===== src/hdl/trace_settings.svh =====
`ifndef TRACE_SETTINGS_SVH
`define TRACE_SETTINGS_SVH

//////////////////////////////////////////////////////////////////////
// record queue
//////////////////////////////////////////////////////////////////////

// records held before captures start to drop
`define TRACE_FIFO_DEPTH 8

// free-running cycle stamp
`define TRACE_CYCLE_W 32

//////////////////////////////////////////////////////////////////////
// major opcodes, including the PULP post-increment load/store
//////////////////////////////////////////////////////////////////////

`define OPC_LOAD       7'h03
`define OPC_LOAD_POST  7'h0b
`define OPC_STORE      7'h23
`define OPC_STORE_POST 7'h2b
`define OPC_OP         7'h33
`define OPC_OPIMM      7'h13
`define OPC_BRANCH     7'h63
`define OPC_JAL        7'h6f
`define OPC_JALR       7'h67
`define OPC_LUI        7'h37
`define OPC_AUIPC      7'h17
`define OPC_SYSTEM     7'h73

`endif


===== src/hdl/trace_pkg.sv =====
package trace_pkg;

  //////////////////////////////////////////////////////////////////////
  // instruction word views
  //////////////////////////////////////////////////////////////////////

  // register format, rs3 sits in funct7[6:2]
  typedef struct packed {
    logic [6:0] funct7;
    logic [4:0] rs2;
    logic [4:0] rs1;
    logic [2:0] funct3;
    logic [4:0] rd;
    logic [6:0] opcode;
  } trace_r_view_t;

  typedef struct packed {
    logic [11:0] imm12;
    logic [4:0]  rs1;
    logic [2:0]  funct3;
    logic [4:0]  rd;
    logic [6:0]  opcode;
  } trace_i_view_t;

  // store format, immediate split around rs2/rs1
  typedef struct packed {
    logic [6:0] imm_hi;
    logic [4:0] rs2;
    logic [4:0] rs1;
    logic [2:0] funct3;
    logic [4:0] imm_lo;
    logic [6:0] opcode;
  } trace_s_view_t;

  typedef union packed {
    trace_r_view_t r;
    trace_i_view_t i;
    trace_s_view_t s;
  } trace_instr_u;

  //////////////////////////////////////////////////////////////////////
  // mnemonic codes
  //////////////////////////////////////////////////////////////////////

  // each load/store size has four variants in a fixed order:
  // plain, post-increment, reg-reg, reg-reg post-increment
  typedef enum logic [7:0] {
    MN_INVALID, MN_NOP,
    MN_LUI, MN_AUIPC, MN_JAL, MN_JALR,
    MN_BEQ, MN_BNE, MN_BLT, MN_BGE, MN_BLTU, MN_BGEU,
    MN_ADDI, MN_SLTI, MN_SLTIU, MN_XORI, MN_ORI, MN_ANDI, MN_SLLI, MN_SRLI, MN_SRAI,
    MN_ADD, MN_SUB, MN_SLL, MN_SLT, MN_SLTU, MN_XOR, MN_SRL, MN_SRA, MN_OR, MN_AND,
    MN_LB, MN_LB_POST, MN_LB_RR, MN_LB_RR_POST,
    MN_LH, MN_LH_POST, MN_LH_RR, MN_LH_RR_POST,
    MN_LW, MN_LW_POST, MN_LW_RR, MN_LW_RR_POST,
    MN_LBU, MN_LBU_POST, MN_LBU_RR, MN_LBU_RR_POST,
    MN_LHU, MN_LHU_POST, MN_LHU_RR, MN_LHU_RR_POST,
    MN_SB, MN_SB_POST, MN_SB_RR, MN_SB_RR_POST,
    MN_SH, MN_SH_POST, MN_SH_RR, MN_SH_RR_POST,
    MN_SW, MN_SW_POST, MN_SW_RR, MN_SW_RR_POST,
    MN_CSRRW, MN_CSRRS, MN_CSRRC, MN_CSRRWI, MN_CSRRSI, MN_CSRRCI,
    MN_ECALL, MN_EBREAK, MN_ERET, MN_WFI
  } trace_mnem_e;

endpackage


===== src/hdl/trace_fifo.sv =====
`timescale 1ns/1ps

`include "trace_settings.svh"

module trace_fifo import trace_pkg::*;
(
  input  logic                      clk,
  input  logic                      rst_n,
  input  logic                      wr,
  input  logic [31:0]               wr_pc,
  input  logic [31:0]               wr_instr,
  input  logic [`TRACE_CYCLE_W-1:0] wr_cycle,
  input  trace_mnem_e               wr_mnem,
  input  logic [31:0]               wr_addr,
  input  logic                      pop,
  output logic                      valid,
  output logic [31:0]               rd_pc,
  output logic [31:0]               rd_instr,
  output logic [`TRACE_CYCLE_W-1:0] rd_cycle,
  output trace_mnem_e               rd_mnem,
  output logic [31:0]               rd_addr,
  output logic                      overflow
);

  localparam int DEPTH = `TRACE_FIFO_DEPTH;
  localparam int PTR_W = $clog2(DEPTH);

  logic [31:0]               mem_pc    [DEPTH];
  logic [31:0]               mem_instr [DEPTH];
  logic [`TRACE_CYCLE_W-1:0] mem_cycle [DEPTH];
  trace_mnem_e               mem_mnem  [DEPTH];
  logic [31:0]               mem_addr  [DEPTH];
  logic [PTR_W-1:0]          wr_ptr;
  logic [PTR_W-1:0]          rd_ptr;
  logic [PTR_W:0]            fill;
  logic                      full;
  logic                      push;
  logic                      pull;

  // wrap without assuming a power-of-two depth
  function automatic logic [PTR_W-1:0] next_ptr(input logic [PTR_W-1:0] ptr);
    if (ptr == PTR_W'(DEPTH - 1))
      return '0;
    return ptr + 1'b1;
  endfunction

  assign full  = (fill == (PTR_W + 1)'(DEPTH));
  assign valid = (fill != '0);
  assign pull  = pop && valid;
  // a pop at the same edge frees the slot even when full
  assign push  = wr && (!full || pull);

  //////////////////////////////////////////////////////////////////////
  // pointers, fill level, sticky drop flag
  //////////////////////////////////////////////////////////////////////

  always_ff @(posedge clk or negedge rst_n)
  begin
    if (!rst_n)
    begin
      wr_ptr   <= '0;
      rd_ptr   <= '0;
      fill     <= '0;
      overflow <= 1'b0;
    end
    else
    begin
      if (push)
        wr_ptr <= next_ptr(wr_ptr);
      if (pull)
        rd_ptr <= next_ptr(rd_ptr);
      case ({push, pull})
        2'b10:   fill <= fill + 1'b1;
        2'b01:   fill <= fill - 1'b1;
        default: fill <= fill;
      endcase
      if (wr && !push)
        overflow <= 1'b1;
    end
  end

  // record storage
  always_ff @(posedge clk)
  begin
    if (push)
    begin
      mem_pc[wr_ptr]    <= wr_pc;
      mem_instr[wr_ptr] <= wr_instr;
      mem_cycle[wr_ptr] <= wr_cycle;
      mem_mnem[wr_ptr]  <= wr_mnem;
      mem_addr[wr_ptr]  <= wr_addr;
    end
  end

  // head record
  assign rd_pc    = mem_pc[rd_ptr];
  assign rd_instr = mem_instr[rd_ptr];
  assign rd_cycle = mem_cycle[rd_ptr];
  assign rd_mnem  = mem_mnem[rd_ptr];
  assign rd_addr  = mem_addr[rd_ptr];

endmodule


===== src/hdl/trace_imm_gen.sv =====
`timescale 1ns/1ps

module trace_imm_gen import trace_pkg::*;
(
  input  trace_instr_u instr,
  output logic [31:0]  imm_i,
  output logic [31:0]  imm_s,
  output logic [31:0]  imm_sb,
  output logic [31:0]  imm_u,
  output logic [31:0]  imm_uj
);

  logic sign;

  // bit 31 is the sign in every format
  assign sign = instr.i.imm12[11];

  // I type, 12 bits straight from the top
  assign imm_i = {{20{sign}}, instr.i.imm12};

  // S type, glued back from the two halves
  assign imm_s = {{20{sign}}, instr.s.imm_hi, instr.s.imm_lo};

  // SB type, bit 11 lives in the low half, bit 0 is implicit
  assign imm_sb = {
    {19{sign}},
    instr.s.imm_hi[6],
    instr.s.imm_lo[0],
    instr.s.imm_hi[5:0],
    instr.s.imm_lo[4:1],
    1'b0
  };

  // U type, upper 20 bits
  assign imm_u = {instr.i.imm12, instr.i.rs1, instr.i.funct3, 12'b0};

  // UJ type
  // instr[19:12] is rs1/funct3, instr[20] is imm12[0]
  assign imm_uj = {
    {12{sign}},
    instr.i.rs1,
    instr.i.funct3,
    instr.i.imm12[0],
    instr.i.imm12[10:1],
    1'b0
  };

endmodule


===== src/hdl/trace_record_gen.sv =====
`timescale 1ns/1ps

`include "trace_settings.svh"

module trace_record_gen import trace_pkg::*;
(
  input  logic                      clk,
  input  logic                      rst_n,
  input  logic [31:0]               pc,
  input  logic [31:0]               instr,
  input  logic [31:0]               rs1_value,
  input  logic [31:0]               rs2_value,
  input  logic [31:0]               rs3_value,
  input  logic                      id_valid,
  input  logic                      is_decoding,
  input  logic                      pipe_flush,
  output logic                      rec_wr,
  output logic [31:0]               rec_pc,
  output logic [31:0]               rec_instr,
  output logic [`TRACE_CYCLE_W-1:0] rec_cycle,
  output trace_mnem_e               rec_mnem,
  output logic [31:0]               rec_addr
);

  trace_instr_u              instr_u;
  logic [31:0]               imm_i;
  logic [31:0]               imm_s;
  logic [31:0]               imm_sb;
  logic [31:0]               imm_u;
  logic [31:0]               imm_uj;
  logic [`TRACE_CYCLE_W-1:0] cycle_cnt;
  logic                      is_post;
  logic                      ld_rr;
  logic [2:0]                ld_size;
  logic                      ld_ok;
  trace_mnem_e               ld_base;
  logic                      st_rr;
  logic                      st_ok;
  trace_mnem_e               st_base;

  assign instr_u = instr;

  trace_imm_gen imm_gen_i
  (
    .instr  (instr_u),
    .imm_i  (imm_i),
    .imm_s  (imm_s),
    .imm_sb (imm_sb),
    .imm_u  (imm_u),
    .imm_uj (imm_uj)
  );

  //////////////////////////////////////////////////////////////////////
  // cycle stamp and capture
  //////////////////////////////////////////////////////////////////////

  always_ff @(posedge clk or negedge rst_n)
  begin
    if (!rst_n)
      cycle_cnt <= '0;
    else
      cycle_cnt <= cycle_cnt + 1'b1;
  end

  // written by the FIFO at the capture edge, so the stamp is pre-edge
  assign rec_wr    = (id_valid && is_decoding) || pipe_flush;
  assign rec_pc    = pc;
  assign rec_instr = instr;
  assign rec_cycle = cycle_cnt;

  //////////////////////////////////////////////////////////////////////
  // load/store size decode
  //////////////////////////////////////////////////////////////////////

  assign is_post = (instr_u.r.opcode == `OPC_LOAD_POST) ||
                   (instr_u.r.opcode == `OPC_STORE_POST);

  // reg-reg load: funct3 == 7, real size in instr[30:28]
  always_comb
  begin
    ld_rr   = (instr_u.i.funct3 == 3'b111);
    ld_size = ld_rr ? instr_u.i.imm12[10:8] : instr_u.i.funct3;
    ld_ok   = 1'b1;
    case (ld_size)
      3'b000:  ld_base = MN_LB;
      3'b001:  ld_base = MN_LH;
      3'b010:  ld_base = MN_LW;
      3'b100:  ld_base = MN_LBU;
      3'b101:  ld_base = MN_LHU;
      default:
      begin
        ld_base = MN_INVALID;
        ld_ok   = 1'b0;
      end
    endcase
  end

  // reg-reg store flagged by bit 14
  always_comb
  begin
    st_rr = instr_u.s.funct3[2];
    st_ok = 1'b1;
    case (instr_u.s.funct3[1:0])
      2'b00:   st_base = MN_SB;
      2'b01:   st_base = MN_SH;
      2'b10:   st_base = MN_SW;
      default:
      begin
        st_base = MN_INVALID;
        st_ok   = 1'b0;
      end
    endcase
  end

  //////////////////////////////////////////////////////////////////////
  // mnemonic and computed address
  //////////////////////////////////////////////////////////////////////

  always_comb
  begin
    rec_mnem = MN_INVALID;
    rec_addr = '0;
    case (instr_u.r.opcode)
      `OPC_LUI:
      begin
        rec_mnem = MN_LUI;
        rec_addr = imm_u;
      end
      `OPC_AUIPC:
      begin
        rec_mnem = MN_AUIPC;
        rec_addr = pc + imm_u;
      end
      `OPC_JAL:
      begin
        rec_mnem = MN_JAL;
        rec_addr = pc + imm_uj;
      end
      `OPC_JALR:
      begin
        if (instr_u.i.funct3 == 3'b000)
        begin
          rec_mnem = MN_JALR;
          rec_addr = rs1_value + imm_i;
        end
      end
      `OPC_BRANCH:
      begin
        case (instr_u.s.funct3)
          3'b000:  rec_mnem = MN_BEQ;
          3'b001:  rec_mnem = MN_BNE;
          3'b100:  rec_mnem = MN_BLT;
          3'b101:  rec_mnem = MN_BGE;
          3'b110:  rec_mnem = MN_BLTU;
          3'b111:  rec_mnem = MN_BGEU;
          default: rec_mnem = MN_INVALID;
        endcase
        if (rec_mnem != MN_INVALID)
          rec_addr = pc + imm_sb;
      end
      `OPC_OPIMM:
      begin
        // addi x0, x0, 0 is the canonical nop
        if (instr == 32'h0000_0013)
          rec_mnem = MN_NOP;
        else
        begin
          case (instr_u.i.funct3)
            3'b000:  rec_mnem = MN_ADDI;
            3'b010:  rec_mnem = MN_SLTI;
            3'b011:  rec_mnem = MN_SLTIU;
            3'b100:  rec_mnem = MN_XORI;
            3'b110:  rec_mnem = MN_ORI;
            3'b111:  rec_mnem = MN_ANDI;
            3'b001:  rec_mnem = (instr_u.r.funct7 == 7'h00) ? MN_SLLI : MN_INVALID;
            default:
            begin
              if (instr_u.r.funct7 == 7'h00)
                rec_mnem = MN_SRLI;
              else if (instr_u.r.funct7 == 7'h20)
                rec_mnem = MN_SRAI;
            end
          endcase
        end
      end
      `OPC_OP:
      begin
        // mul and PULP extension ops fall out as invalid
        case ({instr_u.r.funct7, instr_u.r.funct3})
          {7'h00, 3'b000}: rec_mnem = MN_ADD;
          {7'h20, 3'b000}: rec_mnem = MN_SUB;
          {7'h00, 3'b001}: rec_mnem = MN_SLL;
          {7'h00, 3'b010}: rec_mnem = MN_SLT;
          {7'h00, 3'b011}: rec_mnem = MN_SLTU;
          {7'h00, 3'b100}: rec_mnem = MN_XOR;
          {7'h00, 3'b101}: rec_mnem = MN_SRL;
          {7'h20, 3'b101}: rec_mnem = MN_SRA;
          {7'h00, 3'b110}: rec_mnem = MN_OR;
          {7'h00, 3'b111}: rec_mnem = MN_AND;
          default:         rec_mnem = MN_INVALID;
        endcase
      end
      `OPC_LOAD, `OPC_LOAD_POST:
      begin
        if (ld_ok)
        begin
          rec_mnem = trace_mnem_e'(ld_base + {6'd0, ld_rr, is_post});
          if (is_post)
            rec_addr = rs1_value;
          else if (ld_rr)
            rec_addr = rs1_value + rs2_value;
          else
            rec_addr = rs1_value + imm_i;
        end
      end
      `OPC_STORE, `OPC_STORE_POST:
      begin
        if (st_ok)
        begin
          rec_mnem = trace_mnem_e'(st_base + {6'd0, st_rr, is_post});
          if (is_post)
            rec_addr = rs1_value;
          else if (st_rr)
            rec_addr = rs1_value + rs3_value;
          else
            rec_addr = rs1_value + imm_s;
        end
      end
      `OPC_SYSTEM:
      begin
        case (instr_u.i.funct3)
          3'b001: rec_mnem = MN_CSRRW;
          3'b010: rec_mnem = MN_CSRRS;
          3'b011: rec_mnem = MN_CSRRC;
          3'b101: rec_mnem = MN_CSRRWI;
          3'b110: rec_mnem = MN_CSRRSI;
          3'b111: rec_mnem = MN_CSRRCI;
          3'b000:
          begin
            // privileged ops need an exact match
            case (instr)
              32'h0000_0073: rec_mnem = MN_ECALL;
              32'h0010_0073: rec_mnem = MN_EBREAK;
              32'h1000_0073: rec_mnem = MN_ERET;
              32'h1020_0073: rec_mnem = MN_WFI;
              default:       rec_mnem = MN_INVALID;
            endcase
          end
          default: rec_mnem = MN_INVALID;
        endcase
      end
      default:
      begin
        rec_mnem = MN_INVALID;
      end
    endcase
  end

endmodule


===== src/hdl/trace_unit.sv =====
`timescale 1ns/1ps

`include "trace_settings.svh"

module trace_unit import trace_pkg::*;
(
  input  logic                      clk,
  input  logic                      rst_n,

  // decode stage of the core
  input  logic [31:0]               pc,
  input  logic [31:0]               instr,
  input  logic [31:0]               rs1_value,
  input  logic [31:0]               rs2_value,
  input  logic [31:0]               rs3_value,
  input  logic                      id_valid,
  input  logic                      is_decoding,
  input  logic                      pipe_flush,

  // record readout
  output logic                      trace_valid,
  output logic [31:0]               trace_pc,
  output logic [31:0]               trace_instr,
  output logic [`TRACE_CYCLE_W-1:0] trace_cycle,
  output trace_mnem_e               trace_mnem,
  output logic [31:0]               trace_addr,
  output logic                      trace_overflow,
  input  logic                      trace_pop
);

  logic                      rec_wr;
  logic [31:0]               rec_pc;
  logic [31:0]               rec_instr;
  logic [`TRACE_CYCLE_W-1:0] rec_cycle;
  trace_mnem_e               rec_mnem;
  logic [31:0]               rec_addr;

  trace_record_gen record_gen_i
  (
    .clk         (clk),
    .rst_n       (rst_n),
    .pc          (pc),
    .instr       (instr),
    .rs1_value   (rs1_value),
    .rs2_value   (rs2_value),
    .rs3_value   (rs3_value),
    .id_valid    (id_valid),
    .is_decoding (is_decoding),
    .pipe_flush  (pipe_flush),
    .rec_wr      (rec_wr),
    .rec_pc      (rec_pc),
    .rec_instr   (rec_instr),
    .rec_cycle   (rec_cycle),
    .rec_mnem    (rec_mnem),
    .rec_addr    (rec_addr)
  );

  // depth of TRACE_FIFO_DEPTH records
  trace_fifo fifo_i
  (
    .clk      (clk),
    .rst_n    (rst_n),
    .wr       (rec_wr),
    .wr_pc    (rec_pc),
    .wr_instr (rec_instr),
    .wr_cycle (rec_cycle),
    .wr_mnem  (rec_mnem),
    .wr_addr  (rec_addr),
    .pop      (trace_pop),
    .valid    (trace_valid),
    .rd_pc    (trace_pc),
    .rd_instr (trace_instr),
    .rd_cycle (trace_cycle),
    .rd_mnem  (trace_mnem),
    .rd_addr  (trace_addr),
    .overflow (trace_overflow)
  );

endmodule


===== config.mk =====
export PLATFORM = sky130hd
export DESIGN_NAME = trace_unit
export DESIGN_NICKNAME = d
export VERILOG_FILES = /design/src/hdl/trace_pkg.sv /design/src/hdl/trace_fifo.sv /design/src/hdl/trace_imm_gen.sv /design/src/hdl/trace_record_gen.sv /design/src/hdl/trace_unit.sv
export VERILOG_INCLUDE_DIRS = /design/src /design/src/hdl
export SDC_FILE = /design/constraint.sdc
export NUM_CORES = 2
export LEC_CHECK = 0
export ABC_AREA = 1
export BUFFER_PORTS_ARGS = -buffer_cell sky130_fd_sc_hd__buf_4
export CAP_MARGIN = 25
export CORE_ASPECT_RATIO = 1.1
export CORE_MARGIN = 2
export CORE_UTILIZATION = 30
export CTS_CLUSTER_SIZE = 16
export DETAILED_ROUTE_END_ITERATION = 6
export PLACE_DENSITY = 0.52
export SYNTH_ARGS = -nofsm -noshare
export SYNTH_HDL_FRONTEND = slang
export SYNTH_SLANG_ARGS = --single-unit

===== constraint.sdc =====
create_clock -name clk -period 7 [get_ports clk]
set_input_delay 0 -clock clk [delete_from_list [all_inputs] [get_ports clk]]
set_output_delay 0 -clock clk [all_outputs]
set_load 0.05 [all_outputs]

==> results.md <==
Setup path:
- The arrival time at the worst endpoint is 4.57 ns.
- The start of the worst register-to-register path is fifo_i.fill[1].
- The most critical setup path has its startpoint at fifo_i.rd_ptr[0].
- Along the worst path, the maximum fanout reaches 76.
- The worst setup path endpoint is trace_pc[31].
- The worst setup path is captured at an output port.
- The count of cells along the worst register-to-register path is 11.
- At the worst endpoint, the required time is 7.00 ns.
- The endpoint of the lowest-slack register-to-register path is fifo_i.mem_cycle[7][18].
- Across all register-to-register paths, the minimum setup slack is 3.29 ns.
- The critical setup path kind is register to output port.
- The type of element launching the critical path is a register.

Pwr:
- Net switching is 43.37% of the power.
- The total power consumption of the routed design is 26.28 mW.
- The clock network burns 22.8% of the power.
- The analysis attributes to cell leakage a power of 24.71 nW.
- For this design the ratio of total power to cell area is 395.6 mW/mm^2.
- Registers are responsible for 34.2% of the overall power.
- The reported net switching power is 11.40 mW.
- Combinational cells account for 43.0% of the total power.
- The cell internal power dissipation is 14.88 mW.
- VDD sags by at most 0.4314 mV.

Clock tree:
- The later-pin clock latency in the skew report is 0.74 ns.
- After clock tree synthesis, the repair step resized 0 gates.
- Clock-pin slew was measured on the worst setup and hold paths at 0.06 ns.
- The clock drives 1123 sinks.
- The clock passes through at most 3 buffers.
- Buffers inserted during clock tree synthesis total 110.
- The buffer cell driving the clock tree root is sky130_fd_sc_hd__clkbuf_16.
- TritonCTS built the clock tree.
- Buffers added to address setup during post-CTS repair amount to 0.
- The H-tree depth reported by CTS is 3.

Timing:
- In the finished design, the share of the clock period the worst path needs comes to 65.26%.
- The worst pin sits at a relative slew slack of 30.09%.
- The final number of hold-violating endpoints was 0.
- Setup violations remaining at the end of the flow were counted as 0.
- The maximum clock rate is 218.9 MHz.
- The final setup TNS is 0 ns.
- Setup repair after global routing left no endpoint under its margin.
- For the pin with the worst max-slew slack, the measured transition is 1.049 ns.
- Clock skew on the completed layout was measured at 0.02548 ns.
- Subtracting the final worst setup slack from the clock period gives 4.568 ns.
- The final count of pins violating max slew is 0.

Route:
- The total wire length is 205.8 mm.
- Before antenna repair, the detailed router went through 6 iterations.
- The first-iteration detailed-routing DRC count is 3814.
- Summing over every cut layer, the via total after detailed routing is 45170.
- Using the TritonRoute via totals, the vias-per-cell ratio works out to 5.078.
- The number of remaining DRC errors is 0.
- The routed wire length per instance is 23.14 um.
- The number of nets still failing antenna checks after routing is 0.

Floorplan:
- The floorplan core area is 0.1885 sq mm.
- The count of pins on the block boundary is 304.
- The floorplan die width is 419.3 um.
- The die is 460.9 um tall.
- The starting utilization of the core area is 30.21%.
- The number of placement rows is 167.
- The area enclosed by the die boundary is 0.1933 sq mm.

Logic synthesis:
- In this run, synthesis inferred 1080 flip-flops with an integrated enable.
- The dominant synthesized flop cell is sky130_fd_sc_hd__edfxtp_1.
- Sequential elements use 58.86% of the synthesized area.
- When the netlist entered floorplanning its net count stood at 6303.
- The synthesized area divided by synthesized cell count is 9.538 sq um.
- For this run, the number of Yosys warnings is 0.
- The netlist area before placement is 0.05693 sq mm.
- The async set-or-reset flop fraction in the synthesized netlist is 3.829%.
- After synthesis, the netlist uses 63 different library cells.
- In this run, synthesis produced a sequential element count of 1123.
- The post-synthesis cell count is 5969.

Global routing:
- The first-pass GRT wire length is 295.5 mm.
- The overall overflow remaining after global route is 0.
- The initial antenna violation count is 10.
- The pin count of the biggest net entering global routing is 199.
- The total routing usage reported by global routing is 20.71%.
- The number of global-route vias before repair came to 43300.

Flow run:
- The max-capacitance violation count is 0.

Placed design:
- The placer congestion estimate is 0.9496.
- Detailed placement ended at an HPWL of 137.7 mm.
- The count of buffers added on input and output ports is 302.

Min path:
- The class of the worst hold path is input pin to register.

Finish:
- The post-route netlist has 9.543% of its cells at a drive strength greater than 1.
- Cells fill 35.25% of the core in the end.
- The area growth from synthesis to layout is 16.69%.
- For this run, the post-layout net count is 6590.

Run status:
- The flow ran to the end, and the final reports show no timing, DRC or antenna violations.
==> flip-flops by register name, summed over array words and instances (netlist names) <==
| signal | cells |
|---|---|
| fifo_i.fill | 4 |
| fifo_i.mem_addr | 256 |
| fifo_i.mem_cycle | 256 |
| fifo_i.mem_instr | 256 |
| fifo_i.mem_mnem | 56 |
| fifo_i.mem_pc | 256 |
| fifo_i.overflow | 1 |
| fifo_i.rd_ptr | 3 |
| fifo_i.wr_ptr | 3 |
| record_gen_i.rec_cycle | 32 |
==> metal layers <==
layer | vias to the layer above | global-route usage, % | share of wire [%]
li1 | 21480 | - | -
met1 | 22130 | 27.14 | 44
met2 | 1272 | 34.39 | 47
met3 | 287 | 2.734 | 5.2
met4 | 0 | 8.644 | 4.3
met5 | - | 0 | 0
==> cells in the final DEF (no fill, tap or decap), drive strengths merged, types with 44 or more instances in the layout <==
cell type    count
clkinv          44
dlygate4sd3     79
nor3            56
nor2          1317
a21oi          232
o21ai          730
o22ai          139
nand2          862
a31oi          142
inv            391
clkbuf         142
buf            349
edfxtp        1080
xor2            50
ha             159
nand4           54
nand3          279
==> repair_timing <==
item / CTS / global route
endpoints found under the setup margin: 0 / 0
endpoints found under the hold margin: 621 / 0
hold buffers: 80 / 0
==> synthesized netlist by cell type, types with 26 or more instances <==
master | count | share of area, %
sky130_fd_sc_hd__nor2_1 | 1302 | 8.6
sky130_fd_sc_hd__edfxtp_1 | 1080 | 57
sky130_fd_sc_hd__nand2_1 | 855 | 5.6
sky130_fd_sc_hd__o21ai_0 | 698 | 6.1
sky130_fd_sc_hd__inv_1 | 371 | 2.4
sky130_fd_sc_hd__nand3_1 | 275 | 2.4
sky130_fd_sc_hd__a21oi_1 | 229 | 2.0
sky130_fd_sc_hd__clkbuf_1 | 166 | 1.1
sky130_fd_sc_hd__ha_1 | 159 | 3.5
sky130_fd_sc_hd__a31oi_1 | 141 | 1.5
sky130_fd_sc_hd__o22ai_1 | 139 | 1.5
sky130_fd_sc_hd__buf_2 | 64 | 0.56
sky130_fd_sc_hd__nand4_1 | 54 | 0.59
sky130_fd_sc_hd__nor3_1 | 51 | 0.45
sky130_fd_sc_hd__xor2_1 | 50 | 0.77
sky130_fd_sc_hd__dfrtp_1 | 43 | 1.9
sky130_fd_sc_hd__o21ai_1 | 26 | 0.23
sky130_fd_sc_hd__xnor2_1 | 26 | 0.40
==> worst max-delay path: stages (launching register included) <==
cell and delay, ns:
sky130_fd_sc_hd__dfrtp_4 0.97, sky130_fd_sc_hd__buf_4 0.78, sky130_fd_sc_hd__buf_4 0.70, sky130_fd_sc_hd__o21ai_0 0.20, sky130_fd_sc_hd__o22ai_1 0.18, sky130_fd_sc_hd__nor2_1 0.06
sky130_fd_sc_hd__a31oi_1 0.52, sky130_fd_sc_hd__buf_4 0.32
==> layout make-up <==
type | count | area [sq um]
antenna | 10 | 25.02
tap | 2535 | 3172
clock inverter | 64 | 728.2
fill | 19110 | 122000
inverter | 388 | 1481
sequential | 1123 | 33510
clock buffer | 142 | 2933
multi-input combinational | 4205 | 20980
timing repair buffer | 428 | 3601
==> how the worst min path moves through the flow <==
stage / from / cells past startpoint / slack (ns) / endpoint
4_1_cts: rs1_value[12] / 5 / 0.002 / fifo_i.mem_addr[4][12]
3_5_place_dp: rst_n / 1 / 0.08 / fifo_i.fill[0]
3_3_place_gp: rst_n / 1 / 0.08 / fifo_i.fill[0]
6_report: pc[17] / 2 / 0.08 / fifo_i.mem_pc[1][17]
2_1_floorplan: rst_n / 0 / -0.30 / fifo_i.fill[0]
5_1_grt: pc[16] / 2 / 0.05 / fifo_i.mem_pc[2][16]
==> cells by family after synthesis <==
| logic type | synth area share (%) |
|---|---|
| AOI/OAI and AO/OA | 12.89 |
| adders and majority gates | 3.811 |
| buffers and inverters | 4.424 |
| xor gates and xnor gates | 1.169 |
| and+or+nand+nor | 18.82 |
| other | 0.006587 |
| muxes | 0.01758 |
| DFF | 58.86 |
==> through the flow <==
step	hold WS, ns	setup slack, ns	std cells	instance area (sq um)
floorplan	-0.2956	-0.8916	5969	56940
global placement	0.07513	2.644	8596	61880
detailed placement	0.07860	2.563	8598	61900
CTS	0.001943	2.224	8884	66380
global route	0.04744	2.130	8889	66420
finish	0.07883	2.432	8895	66430
==> power by group through the flow <==
stage / registers, mW / clock network [mW] / logic, mW
2_1_floorplan: 9.14 / 0 / 7.44
3_3_place_gp: 9.11 / 0 / 11.3
3_5_place_dp: 9.13 / 0 / 11.4
4_1_cts: 9.00 / 6.14 / 11.5
5_1_grt: 9.09 / 6.39 / 12.2
6_report: 8.99 / 5.98 / 11.3
Note: power is estimated with default switching activity, not from simulation.
